`src/logic/soc_map_pkg.sv`:
```
// ---------------------------------------------------------------------
// Memory map and bus types of the harness store. Both words of the
// control window alias one register. DRAM ends at NumWords words,
// which the top level sets.
// ---------------------------------------------------------------------
package soc_map_pkg;

  localparam int unsigned AddrWidth  = 32;
  localparam int unsigned DataWidth  = 64;
  localparam int unsigned ByteOffset = 3;

  typedef logic [AddrWidth-1:0]   addr_t;
  typedef logic [DataWidth-1:0]   data_t;
  typedef logic [DataWidth/8-1:0] be_t;

  typedef enum logic [1:0] {
    RegionRom  = 2'd0,
    RegionCtrl = 2'd1,
    RegionDram = 2'd2,
    RegionNone = 2'd3
  } region_e;

  localparam addr_t RomBase    = 32'h0001_0000;
  localparam addr_t RomLength  = 32'h0000_1000;
  localparam addr_t CtrlBase   = 32'h0200_0000;
  localparam addr_t CtrlLength = 32'h0000_0010;
  localparam addr_t DramBase   = 32'h8000_0000;

  // Word index into the ROM window
  localparam int unsigned RomIdxWidth = $clog2(RomLength >> ByteOffset);

  localparam data_t BootImage [8] = '{
    64'h0000_0517_f140_2573, 64'h0205_0513_0010_059b,
    64'h0000_0297_01f5_9593, 64'h0182_b283_00b5_0533,
    64'h1050_0073_0002_8067, 64'h0000_0000_ffdf_f06f,
    64'h8000_0000_0000_0000, 64'h0000_0000_0000_0001
  };

  // Bit positions in control word 0
  localparam int unsigned CtrlDebugEnBit = 0;
  localparam int unsigned CtrlSrcJtagBit = 1;

endpackage

```
`src/logic/bus_decoder.sv`:
```
// ---------------------------------------------------------------------
// Address decode for ROM, control block and DRAM. Anything else, a ROM
// write or DRAM past NumWords words answers with err and zero data.
// ---------------------------------------------------------------------
`timescale 1ns/1ps

module bus_decoder import soc_map_pkg::*; #(
  parameter int unsigned NumWords = 1024
) (
  input  logic                         clk_i,
  input  logic                         rst_ni,
  input  logic                         mem_req_i,
  input  logic                         mem_we_i,
  input  addr_t                        mem_addr_i,
  input  be_t                          mem_be_i,
  input  data_t                        mem_wdata_i,
  input  data_t                        rom_rdata_i,
  input  data_t                        sram_rdata_i,
  input  data_t                        ctrl_rdata_i,
  output logic                         rom_req_o,
  output logic [RomIdxWidth-1:0]       rom_idx_o,
  output logic                         sram_req_o,
  output logic                         sram_we_o,
  output logic [$clog2(NumWords)-1:0]  sram_idx_o,
  output be_t                          sram_be_o,
  output data_t                        sram_wdata_o,
  output logic                         ctrl_req_o,
  output logic                         ctrl_we_o,
  output be_t                          ctrl_be_o,
  output data_t                        ctrl_wdata_o,
  output data_t                        mem_rdata_o,
  output logic                         mem_rvalid_o,
  output logic                         mem_err_o
);

  localparam int unsigned SramIdxWidth = $clog2(NumWords);

  region_e region, region_q;
  addr_t   dram_off;
  logic    err;
  logic    valid_q, err_q, rd_q;
  data_t   rdata_sel;

  assign dram_off = mem_addr_i - DramBase;

  always_comb begin
    region = RegionNone;
    if (mem_addr_i >= RomBase && mem_addr_i < RomBase + RomLength) begin
      region = RegionRom;
    end else if (mem_addr_i >= CtrlBase && mem_addr_i < CtrlBase + CtrlLength) begin
      region = RegionCtrl;
    end else if (mem_addr_i >= DramBase && (dram_off >> ByteOffset) < NumWords) begin
      region = RegionDram;
    end
  end

  assign err = (region == RegionNone) || (region == RegionRom && mem_we_i);

  // Only the selected target sees a request
  assign rom_req_o    = mem_req_i && region == RegionRom && !mem_we_i;
  assign rom_idx_o    = mem_addr_i[ByteOffset +: RomIdxWidth];
  assign sram_req_o   = mem_req_i && region == RegionDram;
  assign sram_we_o    = mem_we_i;
  assign sram_idx_o   = dram_off[ByteOffset +: SramIdxWidth];
  assign sram_be_o    = mem_be_i;
  assign sram_wdata_o = mem_wdata_i;
  assign ctrl_req_o   = mem_req_i && region == RegionCtrl;
  assign ctrl_we_o    = mem_we_i;
  assign ctrl_be_o    = mem_be_i;
  assign ctrl_wdata_o = mem_wdata_i;

  always_ff @(posedge clk_i or negedge rst_ni) begin
    if (!rst_ni) begin
      valid_q <= 1'b0;
      err_q   <= 1'b0;
      rd_q    <= 1'b0;
    end else begin
      valid_q <= mem_req_i;
      err_q   <= mem_req_i && err;
      rd_q    <= mem_req_i && !mem_we_i && !err;
    end
  end

  always_ff @(posedge clk_i) begin
    if (mem_req_i) begin
      region_q <= region;
    end
  end

  // Writes and errors return zero data
  always_comb begin
    case (region_q)
      RegionRom:  rdata_sel = rom_rdata_i;
      RegionCtrl: rdata_sel = ctrl_rdata_i;
      RegionDram: rdata_sel = sram_rdata_i;
      default:    rdata_sel = '0;
    endcase
  end

  assign mem_rdata_o  = rd_q ? rdata_sel : '0;
  assign mem_rvalid_o = valid_q;
  assign mem_err_o    = err_q;

  // Request fields must be known for the decode
  a_req_known: assert property (@(posedge clk_i) disable iff (!rst_ni)
    mem_req_i |-> !$isunknown({mem_we_i, mem_addr_i}));

endmodule

```
`config.mk`:
```
export PLATFORM = sky130hd
export DESIGN_NAME = bus_decoder
export DESIGN_NICKNAME = d
export VERILOG_FILES = /design/src/logic/soc_map_pkg.sv /design/src/logic/bus_decoder.sv
export SDC_FILE = /design/constraint.sdc
export NUM_CORES = 1
export LEC_CHECK = 0
export BUFFER_PORTS_ARGS = -buffer_cell sky130_fd_sc_hd__buf_2
export CAP_MARGIN = 15
export CORE_AREA = 5 5 207 209
export DETAILED_ROUTE_END_ITERATION = 10
export DIE_AREA = 0 0 212 214
export PLACE_DENSITY = 0.38
export SYNTH_ARGS = -nofsm -noshare
export SYNTH_HDL_FRONTEND = slang
export SYNTH_SLANG_ARGS = --single-unit
```
`constraint.sdc`:
```
create_clock -name clk_i -period 2.1 [get_ports clk_i]
set_clock_uncertainty 0.05 [all_clocks]
set_input_delay 0.21 -clock clk_i [delete_from_list [all_inputs] [get_ports clk_i]]
set_output_delay 0.21 -clock clk_i [all_outputs]
set_load 0.05 [all_outputs]
```
## Yosys cells after proc, flatten, opt, wreduce, memory -nomap -nowiden

Index checks and enable logic that the tools add are counted.

| operators by class | value |
|---|---|
| $add $sub $neg | 1 |
| magnitude comparators | 6 |
| equal/unequal tests | 5 |
| multiplexer cells | 5 |
| reduce and logical (&&, ||, !) cells | 16 |

Operator list:

| kind | number |
|---|---|
| 64-bit case mux with 3 select lines | 1 |
| 64-bit two-way mux | 1 |
| 32-bit by 17-bit >= comparator with 1-bit output, second input constant | 1 |
| 32-bit by 26-bit >= comparator with 1-bit output, second input constant | 1 |
| 32-bit >= comparator, second input constant | 1 |
| 32-bit by 17-bit < comparator with 1-bit output, second input constant | 1 |
| 32-bit by 26-bit < comparator with 1-bit output, second input constant | 1 |
| 32-bit subtractor, second input constant | 1 |
| 29-bit by 11-bit < comparator with 1-bit output, second input constant | 1 |
| 1-bit logical AND | 11 |
| 2-bit equality test, second input constant | 3 |
| 2-bit by 1-bit equality test with 1-bit output, second input constant | 2 |
| 2-bit logical NOT | 2 |
| 2-bit two-way mux | 2 |
| 1-bit logical NOT | 2 |
| 1-bit logical OR | 1 |
| 1-bit two-way mux | 1 |

| word-level totals | value |
|---|---|
| bits in registers | 5 |
| bits of input ports | 300 |
| output and inout bits | 234 |
| logic and storage cells | 37 |

## Longest topological paths before layout

Gate-level depths: netlist (run 1).

| depth | value |
|---|---|
| depth in word-level cells | 11 |
| gate-level depth with buffers | 6 |
| gate-level depth less buffers | 4 |

## Least setup slack after synthesis (run 1)

OpenSTA, ideal clock, no wires.

| timing | value |
|---|---|
| kind | input port to output port |
| start point | input port mem_addr_i[26] |
| end point | output port sram_req_o |
| data arrival time | 1.847 ns |
| data required time | 1.840 ns |
| setup slack | -0.007 ns |
| stages | 4 |
| buffers on the path | 0 |
| cell sequence | nor4_1 > and4_4 > nand2_2 > nor3_1 |

| between the ends | value |
|---|---|
| word-level cells in the longest chain between the ends | 8 |

RTL lines:

| what | line | source |
|---|---|---|
| start: declaration | bus_decoder.sv:14 | `input addr_t mem_addr_i,` |
| 32-bit subtractor | bus_decoder.sv:44 | `assign dram_off = mem_addr_i - DramBase;` |
| 29-bit by 11-bit < comparator with 1-bit output | bus_decoder.sv:52 | `end else if (mem_addr_i >= DramBase && (dram_off >> ByteOffset) < NumWords) begin` |
| 1-bit logical AND | bus_decoder.sv:52 |  |
| 1-bit two-way mux | bus_decoder.sv:52 |  |
| 2-bit two-way mux | bus_decoder.sv:50 | `end else if (mem_addr_i >= CtrlBase && mem_addr_i < CtrlBase + CtrlLength) begin` |
| 2-bit two-way mux (*) | bus_decoder.sv:48 | `if (mem_addr_i >= RomBase && mem_addr_i < RomBase + RomLength) begin` |
| 2-bit equality test (*) | bus_decoder.sv:62 | `assign sram_req_o = mem_req_i && region == RegionDram;` |
| 1-bit logical AND (*) | bus_decoder.sv:62 |  |
| end: declaration | bus_decoder.sv:22 | `output logic sram_req_o,` |

Every way passes the cells marked *; elsewhere a longest branch is shown, timed or not.

## Worst setup path in the final report (run 1)

| timing | value |
|---|---|
| start point | register region_q[0] |
| end point | output port mem_rdata_o[36] |

| between the ends | value |
|---|---|
| word-level cells in the longest chain between the ends | 3 |

RTL lines:

| what | line | source |
|---|---|---|
| start: declaration | bus_decoder.sv:38 | `region_e region, region_q;` |
| start signal: assignment | bus_decoder.sv:86 | `region_q <= region;` |
| 2-bit equality test, or another cell as far along | bus_decoder.sv:92 | `case (region_q)` |
| 64-bit case mux with 3 select lines (*) | bus_decoder.sv:92 |  |
| 64-bit two-way mux (*) | bus_decoder.sv:100 | `assign mem_rdata_o = rd_q ? rdata_sel : '0;` |
| end: declaration | bus_decoder.sv:31 | `output data_t mem_rdata_o,` |

Marked as above.

==> impl_results.md, run 1 <==
* Synth Register Bits at 5
* Max Cap Viol at 0
* Standard-cell rows at 74
* Top cell type's share of synthesized area at 0.348
* Slew Limit Fails at 0
* DP Wirelength at 15,700 um
* Die width at 212 um
* EDFF count, synth at 2
* Initial Util at 0.0887
* DRC viols at 0
* CTS sink cnt at 5
* Combinational Power Share at 0.608
* Net Count, Synth at 785
* Post-synth ARST share at 0.600
* Final hold vios at 0
* Post-synthesis instance area at 3600 sq um
* Antenna Nets Post-Route at 0
* CP startpoint: region_q[0]
* Net switching power figure at 0.396 mW
* TritonRoute pass-1 iters at 4
* P_leak at 2.37 nW
* Req. time, crit path at 1.84 ns
* Total grt overflow at 0
* CTS root buffer: clkbuf_16
* Critical Path Sink Type: output pin
* Die H at 214 um
* Critical setup path kind: reg2out
* VDD IR-drop max at 199 uV
* CTS Buffer Depth at 2
* RSZ-0062 raised after global routing: yes
* Met3 Track Usage GR at 0.0339
* Power Internal at 0.676 mW
* WL per Instance at 15.9 um
* Synth top area cells: buf_4 (35%), mux2i_1 (18%), nand3b_1 (13%)
* Initial antenna violation count at 3
* Total Power at 1.07 mW
* Sequential share of the synthesized area at 0.0375
* Max-slew headroom at 0.675
* Final Cycle Share at 0.977
* CTS Buf Count at 3
* Gpl congestion at 0.774
* Crit start category: flip-flop
* Post-layout minimum cycle time at 2.05 ns
* Clock Pin Slew Worst Setup and Hold Paths at 0.03 ns
* Hold Crit Class: in2reg
* CTS tree: built
* F_max at 487 MHz
* Number of synthesis warnings at 0
* Total power divided by cell area at 224 nW/um^2
* Crit Path Max Fanout at 16
* GRT Util Overall at 0.0697
* Final setup violation count at 0
* GRT met2 Usage at 0.140
* H-tree levels at 1
* Pin count of the biggest net entering global routing at 63
* I/O pins at 534
* Hold path depth at 1
* Least-Margin Pin Slew at 0.481 ns
* Clock power share at 0.288
* Global-route wire length before repair at 24,100 um
* Ys flop type: dfrtp_1
* Share of layout cells above drive strength 1 at 0.556
* Final instance area at 4780 sq um
* Busiest layer in global routing: met2
* Net Sw Frac at 0.370
* Post-Place Cell Area at 4590 sq um
* Arrival @ worst endpoint at 1.79 ns
* Final Util at 0.118
* Avg Inst Size Synth at 7.43 sq um
* Met1 Track Usage GR at 0.0581
* Area Overhead vs Synth at 32.5%
* DR vias/cell at 3.20
* Die area at 45,400 sq um
* Synth area leader: buf_4
* Seq pwr share at 0.103
* Total number of vias at 3,684
* Core area at 40,600 sq um
* Post-Syn Instances at 485
* Status: finished, final reports clean
* PortBufs at 311
* Synth cell types at 28
* DRT iter0 DRCs at 152
* Hold Crit Start: mem_req_i
* Routed WL at 18,400 um
* Final nets at 921
* Vias in the first global route at 3,814
-- per-stage QoR --
stage | std cells | worst slack [ns] | setup TNS (ns) | hold WS (ns)
floorplan | 485 | 0.358 | 0 | -0.136
global placement | 1144 | 0.166 | 0 | -0.0419
detailed placement | 1144 | 0.0716 | 0 | -0.0341
CTS | 1149 | 0.000950 | 0 | 0.140
global route | 1152 | -0.00179 | -0.00179 | 0.150
finish | 1153 | 0.0475 | 0 | 0.142
-- flip-flops by register name, indices dropped and copies added (netlist names) --
name and cells:
mem_err_o 1, region_q 2, mem_rvalid_o 1, rd_q 1
-- synth_stat cells (2+ instances only) --
cell type,number
and3_1,2
mux2i_1,64
buf_6,2
nor3_1,2
buf_2,13
nor4b_1,2
nand2_1,6
clkbuf_1,13
o21ai_0,26
buf_12,3
dfrtp_1,3
nor4_1,5
nand3b_1,61
and2_1,64
o21ai_1,39
buf_4,167
edfxtp_1,2
-- worst max-delay path: stages, from the launching register on --
cell,delay [ns]
edfxtp_1,0.44
buf_12,0.19
buf_12,0.17
mux2i_1,0.12
o21ai_1,0.10
and2_1,0.21
buf_2,0.29
-- cell type report --
type	instances	area, sq um
multi-input combinational	281	2030
tap	532	666
timing repair buffer	330	1860
fill	4708	35900
clock buffer	3	75.1
antenna	1	2.50
clock inverter	1	5.00
sequential	5	136
-- worst paths after layout --
check	end	slack [ns]
min in group asynchronous	rd_q	0.31
min	mem_rvalid_o	0.14
max	mem_rdata_o[36]	0.05
max in group asynchronous	rd_q	1.57
-- power groups by stage --
stage | clock network [mW] | registers [mW] | logic, mW
final | 0.309 | 0.111 | 0.652
after CTS | 0.313 | 0.111 | 0.646
after floorplan | 0 | 0.116 | 1.10
after global placement | 0 | 0.111 | 0.632
after global routing | 0.321 | 0.111 | 0.718
after detailed placement | 0 | 0.112 | 0.638
-- cells in the final DEF, fill, tap and decap left out, types with 2 or more instances in the layout --
cell type  instances
buf_2            306
o21ai_1           39
nor4b_1            2
buf_4             10
edfxtp_1           2
dfrtp_1            2
o21ai_0           25
and3_1             2
nand3b_1          61
nor4_1             5
and2_1            64
nand2_1            6
clkbuf_16          4
mux2i_1           62
buf_12            10
-- metal layers --
| metal | part of all wire | vias to the layer above |
|---|---|---|
| met3 | 0.15 | 54 |
| met2 | 0.51 | 305 |
| met1 | 0.30 | 1569 |
| li1 | - | 1752 |
| met5 | 0.0035 | - |
| met4 | 0.029 | 4 |
-- timing repair --
| item | in CTS | in global routing |
|---|---|---|
| setup endpoints to repair | 24 | 37 |
| pin swaps | 0 | 0 |
| resized for setup | 6 | 9 |
| hold buffers | 1 | 0 |
| gates cloned | 0 | 1 |
| setup buffers | 0 | 2 |
| endpoints found under the hold margin | 3 | 0 |
-- cells by family (layout without fill, tap and decap cells) --
family                 after synthesis  count (layout)  share of synthesized area
buffers and inverters              199             334                      0.406
AOI/OAI and AO/OA                   67              67                     0.0948
DFF                                  5               5                     0.0375
and+or+nand+nor                    150             150                      0.284
muxes                               64              64                      0.178
other                                0               1                          0
(Power assumes the default switching activity.)
==> inputs of run 2 (changes only) <==
--- a/config.mk
+++ b/config.mk
@@ -11,6 +11,7 @@
 export DETAILED_ROUTE_END_ITERATION = 10
 export DIE_AREA = 0 0 212 214
 export PLACE_DENSITY = 0.38
+export RECOVER_POWER = 50
 export SYNTH_ARGS = -nofsm -noshare
 export SYNTH_HDL_FRONTEND = slang
 export SYNTH_SLANG_ARGS = --single-unit
==> run 2 against run 1 <==
Clock-buffer cell count did not move. Sequential power barely moved. Hold slack improved by 0.054 ns. Critical path depth did not move. Fmax barely moved.
==> impl_results.md, run 2 (synthesis gave the netlist of run 1 again) <==
* PortBufs at 311 (unchanged)
* Pin count of the biggest net entering global routing at 63 (unchanged)
* Standard-cell rows at 74 (unchanged)
* Commonest non-fill, non-tap cell in the layout: buf_2 (unchanged)
* Initial antenna violation count at 3 (unchanged)
* Slew Limit Fails at 0 (unchanged)
* Largest register FFs at 2 (unchanged)
* Post-Layout Cell Count at 1,154 (was 1,153)
* Vias in the first global route at 3,814 (unchanged)
* Critical path's slowest cell: edfxtp_1 (unchanged)
* RSZ-0062 raised after global routing: yes (unchanged)
* Req. time, crit path at 1.84 ns (about the same)
* TritonRoute pass-1 iters at 4 (unchanged)
* Hold Crit Start: mem_we_i (was mem_req_i)
* I/O pins at 534 (unchanged)
* Placed cell count at 1,144 (unchanged)
* Final instance area at 4780 sq um (about the same)
* Die width at 212 um (unchanged)
* Arrival @ worst endpoint at 1.79 ns (about the same)
* Most frequent cells in the layout: buf_2 (305), and2_1 (64), mux2i_1 (62), nand3b_1 (61), o21ai_1 (39) (was buf_2 (306), and2_1 (64), mux2i_1 (62), nand3b_1 (61), o21ai_1 (39))
* Max-slew headroom at 0.662 (was 0.675)
* Final setup violation count at 0 (unchanged)
* P_leak at 2.36 nW (was 2.37 nW)
* Global-route wire length before repair at 24,100 um (unchanged)
* Filler cells at 4,709 (was 4,708)
* CTS Buffer Depth at 2 (unchanged)
* CTS root buffer: clkbuf_16 (unchanged)
* Final Util at 0.118 (about the same)
* Clock Pin Slew Worst Setup and Hold Paths at 0.03 ns (about the same)
* Final Cycle Share at 0.977 (about the same)
* Initial Util at 0.0887 (unchanged)
* Hold Crit Class: in2reg (unchanged)
* Crit start category: flip-flop (unchanged)
* Die H at 214 um (unchanged)
* Critical path cell sequence: buf_12 > buf_12 > mux2i_1 > o21ai_1 > and2_1 > buf_2 (unchanged)
* Final hold vios at 0 (unchanged)
* Area Overhead vs Synth at 32.6% (was 32.5%)
* Setup TNS at 0 ns (unchanged)
* Antenna Nets Post-Route at 0 (unchanged)
* Post-Place Cell Area at 4590 sq um (unchanged)
* Critical setup path kind: reg2out (unchanged)
* Gpl congestion at 0.774 (unchanged)
* Critical Path Sink Type: output pin (unchanged)
* Core area at 40,600 sq um (unchanged)
* Final nets at 921 (unchanged)
* DP Wirelength at 15,700 um (unchanged)
* DRC viols at 0 (unchanged)
* Routed WL at 18,400 um (about the same)
* GRT Util Overall at 0.0697 (unchanged)
* Hold path depth at 2 (was 1)
* Reg with most FFs: region_q (unchanged)
* DRT iter0 DRCs at 145 (was 152)
* CTS Buf Count at 3 (unchanged)
* Die area at 45,400 sq um (unchanged)
* DR vias/cell at 3.19 (was 3.20)
* F_max at 487 MHz (about the same)
* VDD IR-drop max at 199 uV (about the same)
* Post-layout minimum cycle time at 2.05 ns (about the same)
* Cell mode on critical path: buf_12 (unchanged)
* Crit Path Max Fanout at 16 (unchanged)
* Min-Delay Endpoint: rd_q (was mem_rvalid_o)
* WL per Instance at 15.9 um (about the same)
* Total number of vias at 3,684 (unchanged)
* Total power divided by cell area at 224 nW/um^2 (about the same)
* Share of layout cells above drive strength 1 at 0.555 (was 0.556)
* Max Cap Viol at 0 (unchanged)
* Least-Margin Pin Slew at 0.501 ns (was 0.481 ns)
* H-tree levels at 1 (unchanged)
* CTS sink cnt at 5 (unchanged)
* Placement Setup Slack at 0.0716 ns (unchanged)
* Status: finished, final reports clean (unchanged)
* Setup ws final at 0.0481 ns (was 0.0475 ns)
* CTS tree: built (unchanged)
* Critical path's largest stage delay at 0.44 ns (about the same)
* Total grt overflow at 0 (unchanged)
[run 2: cell types whose count changed in the layout (fill, tap and decap cells not counted), sizes merged]
cell and change:
diode +1, buf -1, clkbuf +1
[run 2: repair_timing]
| item | in CTS | in global routing |
|---|---|---|
| hold endpoints to repair | 3 | 0 |
| hold buffers | 1 | 0 |
| setup buffers | 0 | 2 |
| resized for setup | 6 | 9 |
| setup endpoints to repair | 24 | 37 |
| gates cloned | 0 | 1 |
[run 2: cell type report]
cell class,instances,area [sq um],area share
antenna,2,5.00,0.00105
sequential,5,136,0.0285
multi-input combinational,281,2030,0.425
tap,532,666,0.139
clock inverter,1,5.00,0.00105
timing repair buffer,330,1860,0.389
clock buffer,3,75.1,0.0157
[run 2: worst max path at each step]
stage                 endpoint  slack [ns]  cells past startpoint           start
2_1_floorplan        rom_req_o        0.36                      4  mem_addr_i[26]
6_report       mem_rdata_o[36]        0.05                      6     region_q[0]
4_1_cts        mem_rdata_o[62]      0.0009                      6     region_q[0]
3_3_place_gp    mem_rdata_o[3]        0.17                      6     region_q[0]
5_1_grt         mem_rdata_o[3]      -0.002                      6     region_q[0]
3_5_place_dp    mem_rdata_o[3]        0.07                      6     region_q[0]
[run 2: per-layer routing]
| layer | up-vias | global-route usage | share of wire |
|---|---|---|---|
| met5 | - | 0.00754 | 0.0032 |
| met1 | 1573 | 0.0581 | 0.31 |
| met3 | 52 | 0.0339 | 0.15 |
| met2 | 301 | 0.140 | 0.51 |
| li1 | 1754 | - | - |
| met4 | 4 | 0.0208 | 0.029 |
[run 2: per-stage QoR]
stage               hold WS (ns)  power, mW
floorplan                 -0.136       1.21
CTS                        0.140       1.07
finish                     0.197       1.07
detailed placement       -0.0341      0.750
global route               0.219       1.15
global placement         -0.0419      0.743
[run 2: where the power goes]
group,switching (mW),internal (mW),leakage [nW]
combinational,0.331,0.321,2.27
clock,0.0604,0.248,0.0409
sequential,0.00416,0.106,0.0558
[run 2: critical path: cells and delay by family, from the launching register on]
| kind | cells | cell delay (ns) |
|---|---|---|
| buffers and inverters | 3 | 0.65 |
| DFF | 1 | 0.44 |
| AOI/OAI and AO/OA | 1 | 0.10 |
| and+or+nand+nor | 1 | 0.21 |
| muxes | 1 | 0.12 |
==> inputs of run 3 (changes only) <==
--- a/config.mk
+++ b/config.mk
@@ -7,10 +7,12 @@
 export LEC_CHECK = 0
 export BUFFER_PORTS_ARGS = -buffer_cell sky130_fd_sc_hd__buf_2
 export CAP_MARGIN = 15
-export CORE_AREA = 5 5 207 209
+export CELL_PAD_IN_SITES_DETAIL_PLACEMENT = 0
+export CELL_PAD_IN_SITES_GLOBAL_PLACEMENT = 1
+export CORE_AREA = 2 2 206 208
 export DETAILED_ROUTE_END_ITERATION = 10
-export DIE_AREA = 0 0 212 214
-export PLACE_DENSITY = 0.38
+export DIE_AREA = 0 0 208 210
+export PLACE_DENSITY = 0.52
 export RECOVER_POWER = 50
 export SYNTH_ARGS = -nofsm -noshare
 export SYNTH_HDL_FRONTEND = slang
==> run 3 against run 2 <==
Via count grew 1.6%. Sequential share of layout area is essentially flat. Non-clock buffer count grew 6. Die area shrank 3.7%. Routed wire length shrank 5.3%. Critical path depth is the same. Power shrank 1.3%. Global-route usage shrank 0.13 points. Core utilization shrank 0.31 points. Fmax is essentially flat. Sequential cell count is the same. Clock power is essentially flat. Critical path type unchanged. Largest power group unchanged. Highest routed layer is now met4.
==> impl_results.md, run 3 (synthesis gave the netlist of run 1 again) <==
* Vias in the first global route at 3,519 (was 3,814)
* H-tree levels at 1 (unchanged)
* Total Power at 1.06 mW (was 1.07 mW)
* Pin count of the biggest net entering global routing at 61 (was 63)
* Critical path's largest stage delay at 0.40 ns (was 0.44 ns)
* Power Internal at 0.675 mW (was 0.676 mW)
* Slew Limit Fails at 0 (unchanged)
* Post-Layout Cell Count at 1,165 (was 1,154)
* Reg with most FFs: region_q (unchanged)
* DRC viols at 0 (unchanged)
* P_leak at 2.37 nW (was 2.36 nW)
* Critical path's slowest cell: edfxtp_1 (unchanged)
* Least-Margin Pin Slew at 0.486 ns (was 0.501 ns)
* Final setup violation count at 0 (unchanged)
* Status: finished, final reports clean (unchanged)
* PortBufs at 311 (unchanged)
* Hold Crit Class: in2reg (unchanged)
* Req. time, crit path at 1.84 ns (about the same)
* GRT Util Overall at 0.0685 (was 0.0697)
* CTS Buffer Depth at 2 (unchanged)
* TritonRoute pass-1 iters at 4 (unchanged)
* Placed cell count at 1,158 (was 1,144)
* Total power divided by cell area at 223 nW/um^2 (was 224 nW/um^2)
* Commonest non-fill, non-tap cell in the layout: buf_2 (unchanged)
* Core area at 41,500 sq um (was 40,600 sq um)
* DRT iter0 DRCs at 143 (was 145)
* DR vias/cell at 3.21 (was 3.19)
* Final instance area at 4750 sq um (was 4780 sq um)
* CTS sink cnt at 5 (unchanged)
* Clock power share at 0.292 (was 0.288)
* CTS Buf Count at 3 (unchanged)
* WL per Instance at 14.9 um (was 15.9 um)
* Placement Setup Slack at 0.256 ns (was 0.0716 ns)
* Standard-cell rows at 75 (was 74)
* Crit start category: flip-flop (unchanged)
* Die width at 208 um (was 212 um)
* Setup ws final at 0.0501 ns (was 0.0481 ns)
* Global-route wire length before repair at 22,600 um (was 24,100 um)
* Final hold vios at 0 (unchanged)
* VDD IR-drop max at 194 uV (was 199 uV)
* Combinational Power Share at 0.605 (was 0.608)
* Filler cells at 4,852 (was 4,709)
* Max Cap Viol at 0 (unchanged)
* Die H at 210 um (was 214 um)
* DP Wirelength at 14,900 um (was 15,700 um)
* CTS tree: built (unchanged)
* Final nets at 927 (was 921)
* Initial Util at 0.0869 (was 0.0887)
* Post-Place Cell Area at 4610 sq um (was 4590 sq um)
* RSZ-0062 raised after global routing: yes (unchanged)
* Largest register FFs at 2 (unchanged)
* CTS root buffer: clkbuf_16 (unchanged)
* Net switching power figure at 0.383 mW (was 0.396 mW)
* Max-slew headroom at 0.671 (was 0.662)
* Fin Hold WS at 0.219 ns (was 0.197 ns)
* I/O pins at 534 (unchanged)
* Die area at 43,700 sq um (was 45,400 sq um)
* Total grt overflow at 0 (unchanged)
* Gpl congestion at 0.726 (was 0.774)
* Arrival @ worst endpoint at 1.79 ns (about the same)
* Antenna Nets Post-Route at 0 (unchanged)
* Critical path cell sequence: buf_12 > buf_4 > mux2i_1 > o21ai_1 > and2_1 > buf_2 (was buf_12 > buf_12 > mux2i_1 > o21ai_1 > and2_1 > buf_2)
* Area Overhead vs Synth at 31.7% (was 32.6%)
* F_max at 488 MHz (was 487 MHz)
* Most frequent cells in the layout: buf_2 (305), and2_1 (64), mux2i_1 (62), nand3b_1 (61), o21ai_1 (39) (unchanged)
* Final Cycle Share at 0.976 (was 0.977)
* Antenna diodes at 0 (was 2)
* Seq pwr share at 0.104 (was 0.103)
* Routed WL at 17,400 um (was 18,400 um)
* Critical Path Sink Type: output pin (unchanged)
* Post-layout minimum cycle time at 2.05 ns (about the same)
* Crit Path Max Fanout at 19 (was 16)
* Critical setup path kind: reg2out (unchanged)
* Initial antenna violation count at 0 (was 3)
* Total number of vias at 3,742 (was 3,684)
* Clock Pin Slew Worst Setup and Hold Paths at 0.03 ns (about the same)
* Net Sw Frac at 0.362 (was 0.369)
* Share of layout cells above drive strength 1 at 0.554 (was 0.555)
-- run 3: layer usage --
layer | global-route usage | vias up | wire length, um
met5 | 0 | - | 0
met4 | 0.0132 | 0 | 260
met3 | 0.0428 | 21 | 2870
met2 | 0.138 | 387 | 9320
met1 | 0.0554 | 1576 | 4940
li1 | - | 1758 | -
-- run 3: worst paths after layout --
check	endpoint	start	slack, ns	cells past startpoint
setup / recovery	mem_rdata_o[40]	region_q[0]	0.05	6
hold / removal	mem_rvalid_o	mem_req_i	0.22	1
max in group asynchronous	rd_q	rst_ni	1.58	2
min in group asynchronous	mem_rvalid_o	rst_ni	0.31	2
-- run 3: cell type report --
type / count / area [sq um] / area share
Clock buffer: 4 / 78.8 / 0.0166
Multi-Input combinational cell: 281 / 2020 / 0.425
Tap cell: 539 / 674 / 0.142
Sequential cell: 5 / 136 / 0.0287
Timing Repair Buffer: 336 / 1840 / 0.388
-- run 3: timing repair --
| action | in CTS | in global routing |
|---|---|---|
| endpoints found under the hold margin | 3 | 0 |
| resized for setup | 0 | 7 |
| hold buffers | 1 | 0 |
| buffers inserted | 0 | 1 |
| endpoints found under the setup margin | 0 | 8 |
-- run 3: power by group through the flow --
| stage | logic (mW) | clock network [mW] | registers [mW] |
|---|---|---|---|
| after floorplan | 1.10 | 0 | 0.116 |
| after global routing | 0.700 | 0.321 | 0.110 |
| after global placement | 0.629 | 0 | 0.110 |
| after CTS | 0.637 | 0.313 | 0.109 |
| after detailed placement | 0.633 | 0 | 0.111 |
| final | 0.639 | 0.309 | 0.110 |
-- run 3: worst max-delay path, delay by kind of cell (launching register included) --
| family | cells | cell delay (ns) |
|---|---|---|
| muxes | 1 | 0.30 |
| DFF | 1 | 0.40 |
| AOI/OAI and AO/OA | 1 | 0.08 |
| and+or+nand+nor | 1 | 0.15 |
| buffers and inverters | 3 | 0.61 |
-- run 3: metrics by stage --
step | utilization | TNS (ns)
after floorplan | - | 0
after global routing | 0.114 | -0.00222
after global placement | 0.111 | 0
after detailed placement | 0.111 | 0
final | 0.114 | 0
after CTS | 0.113 | 0
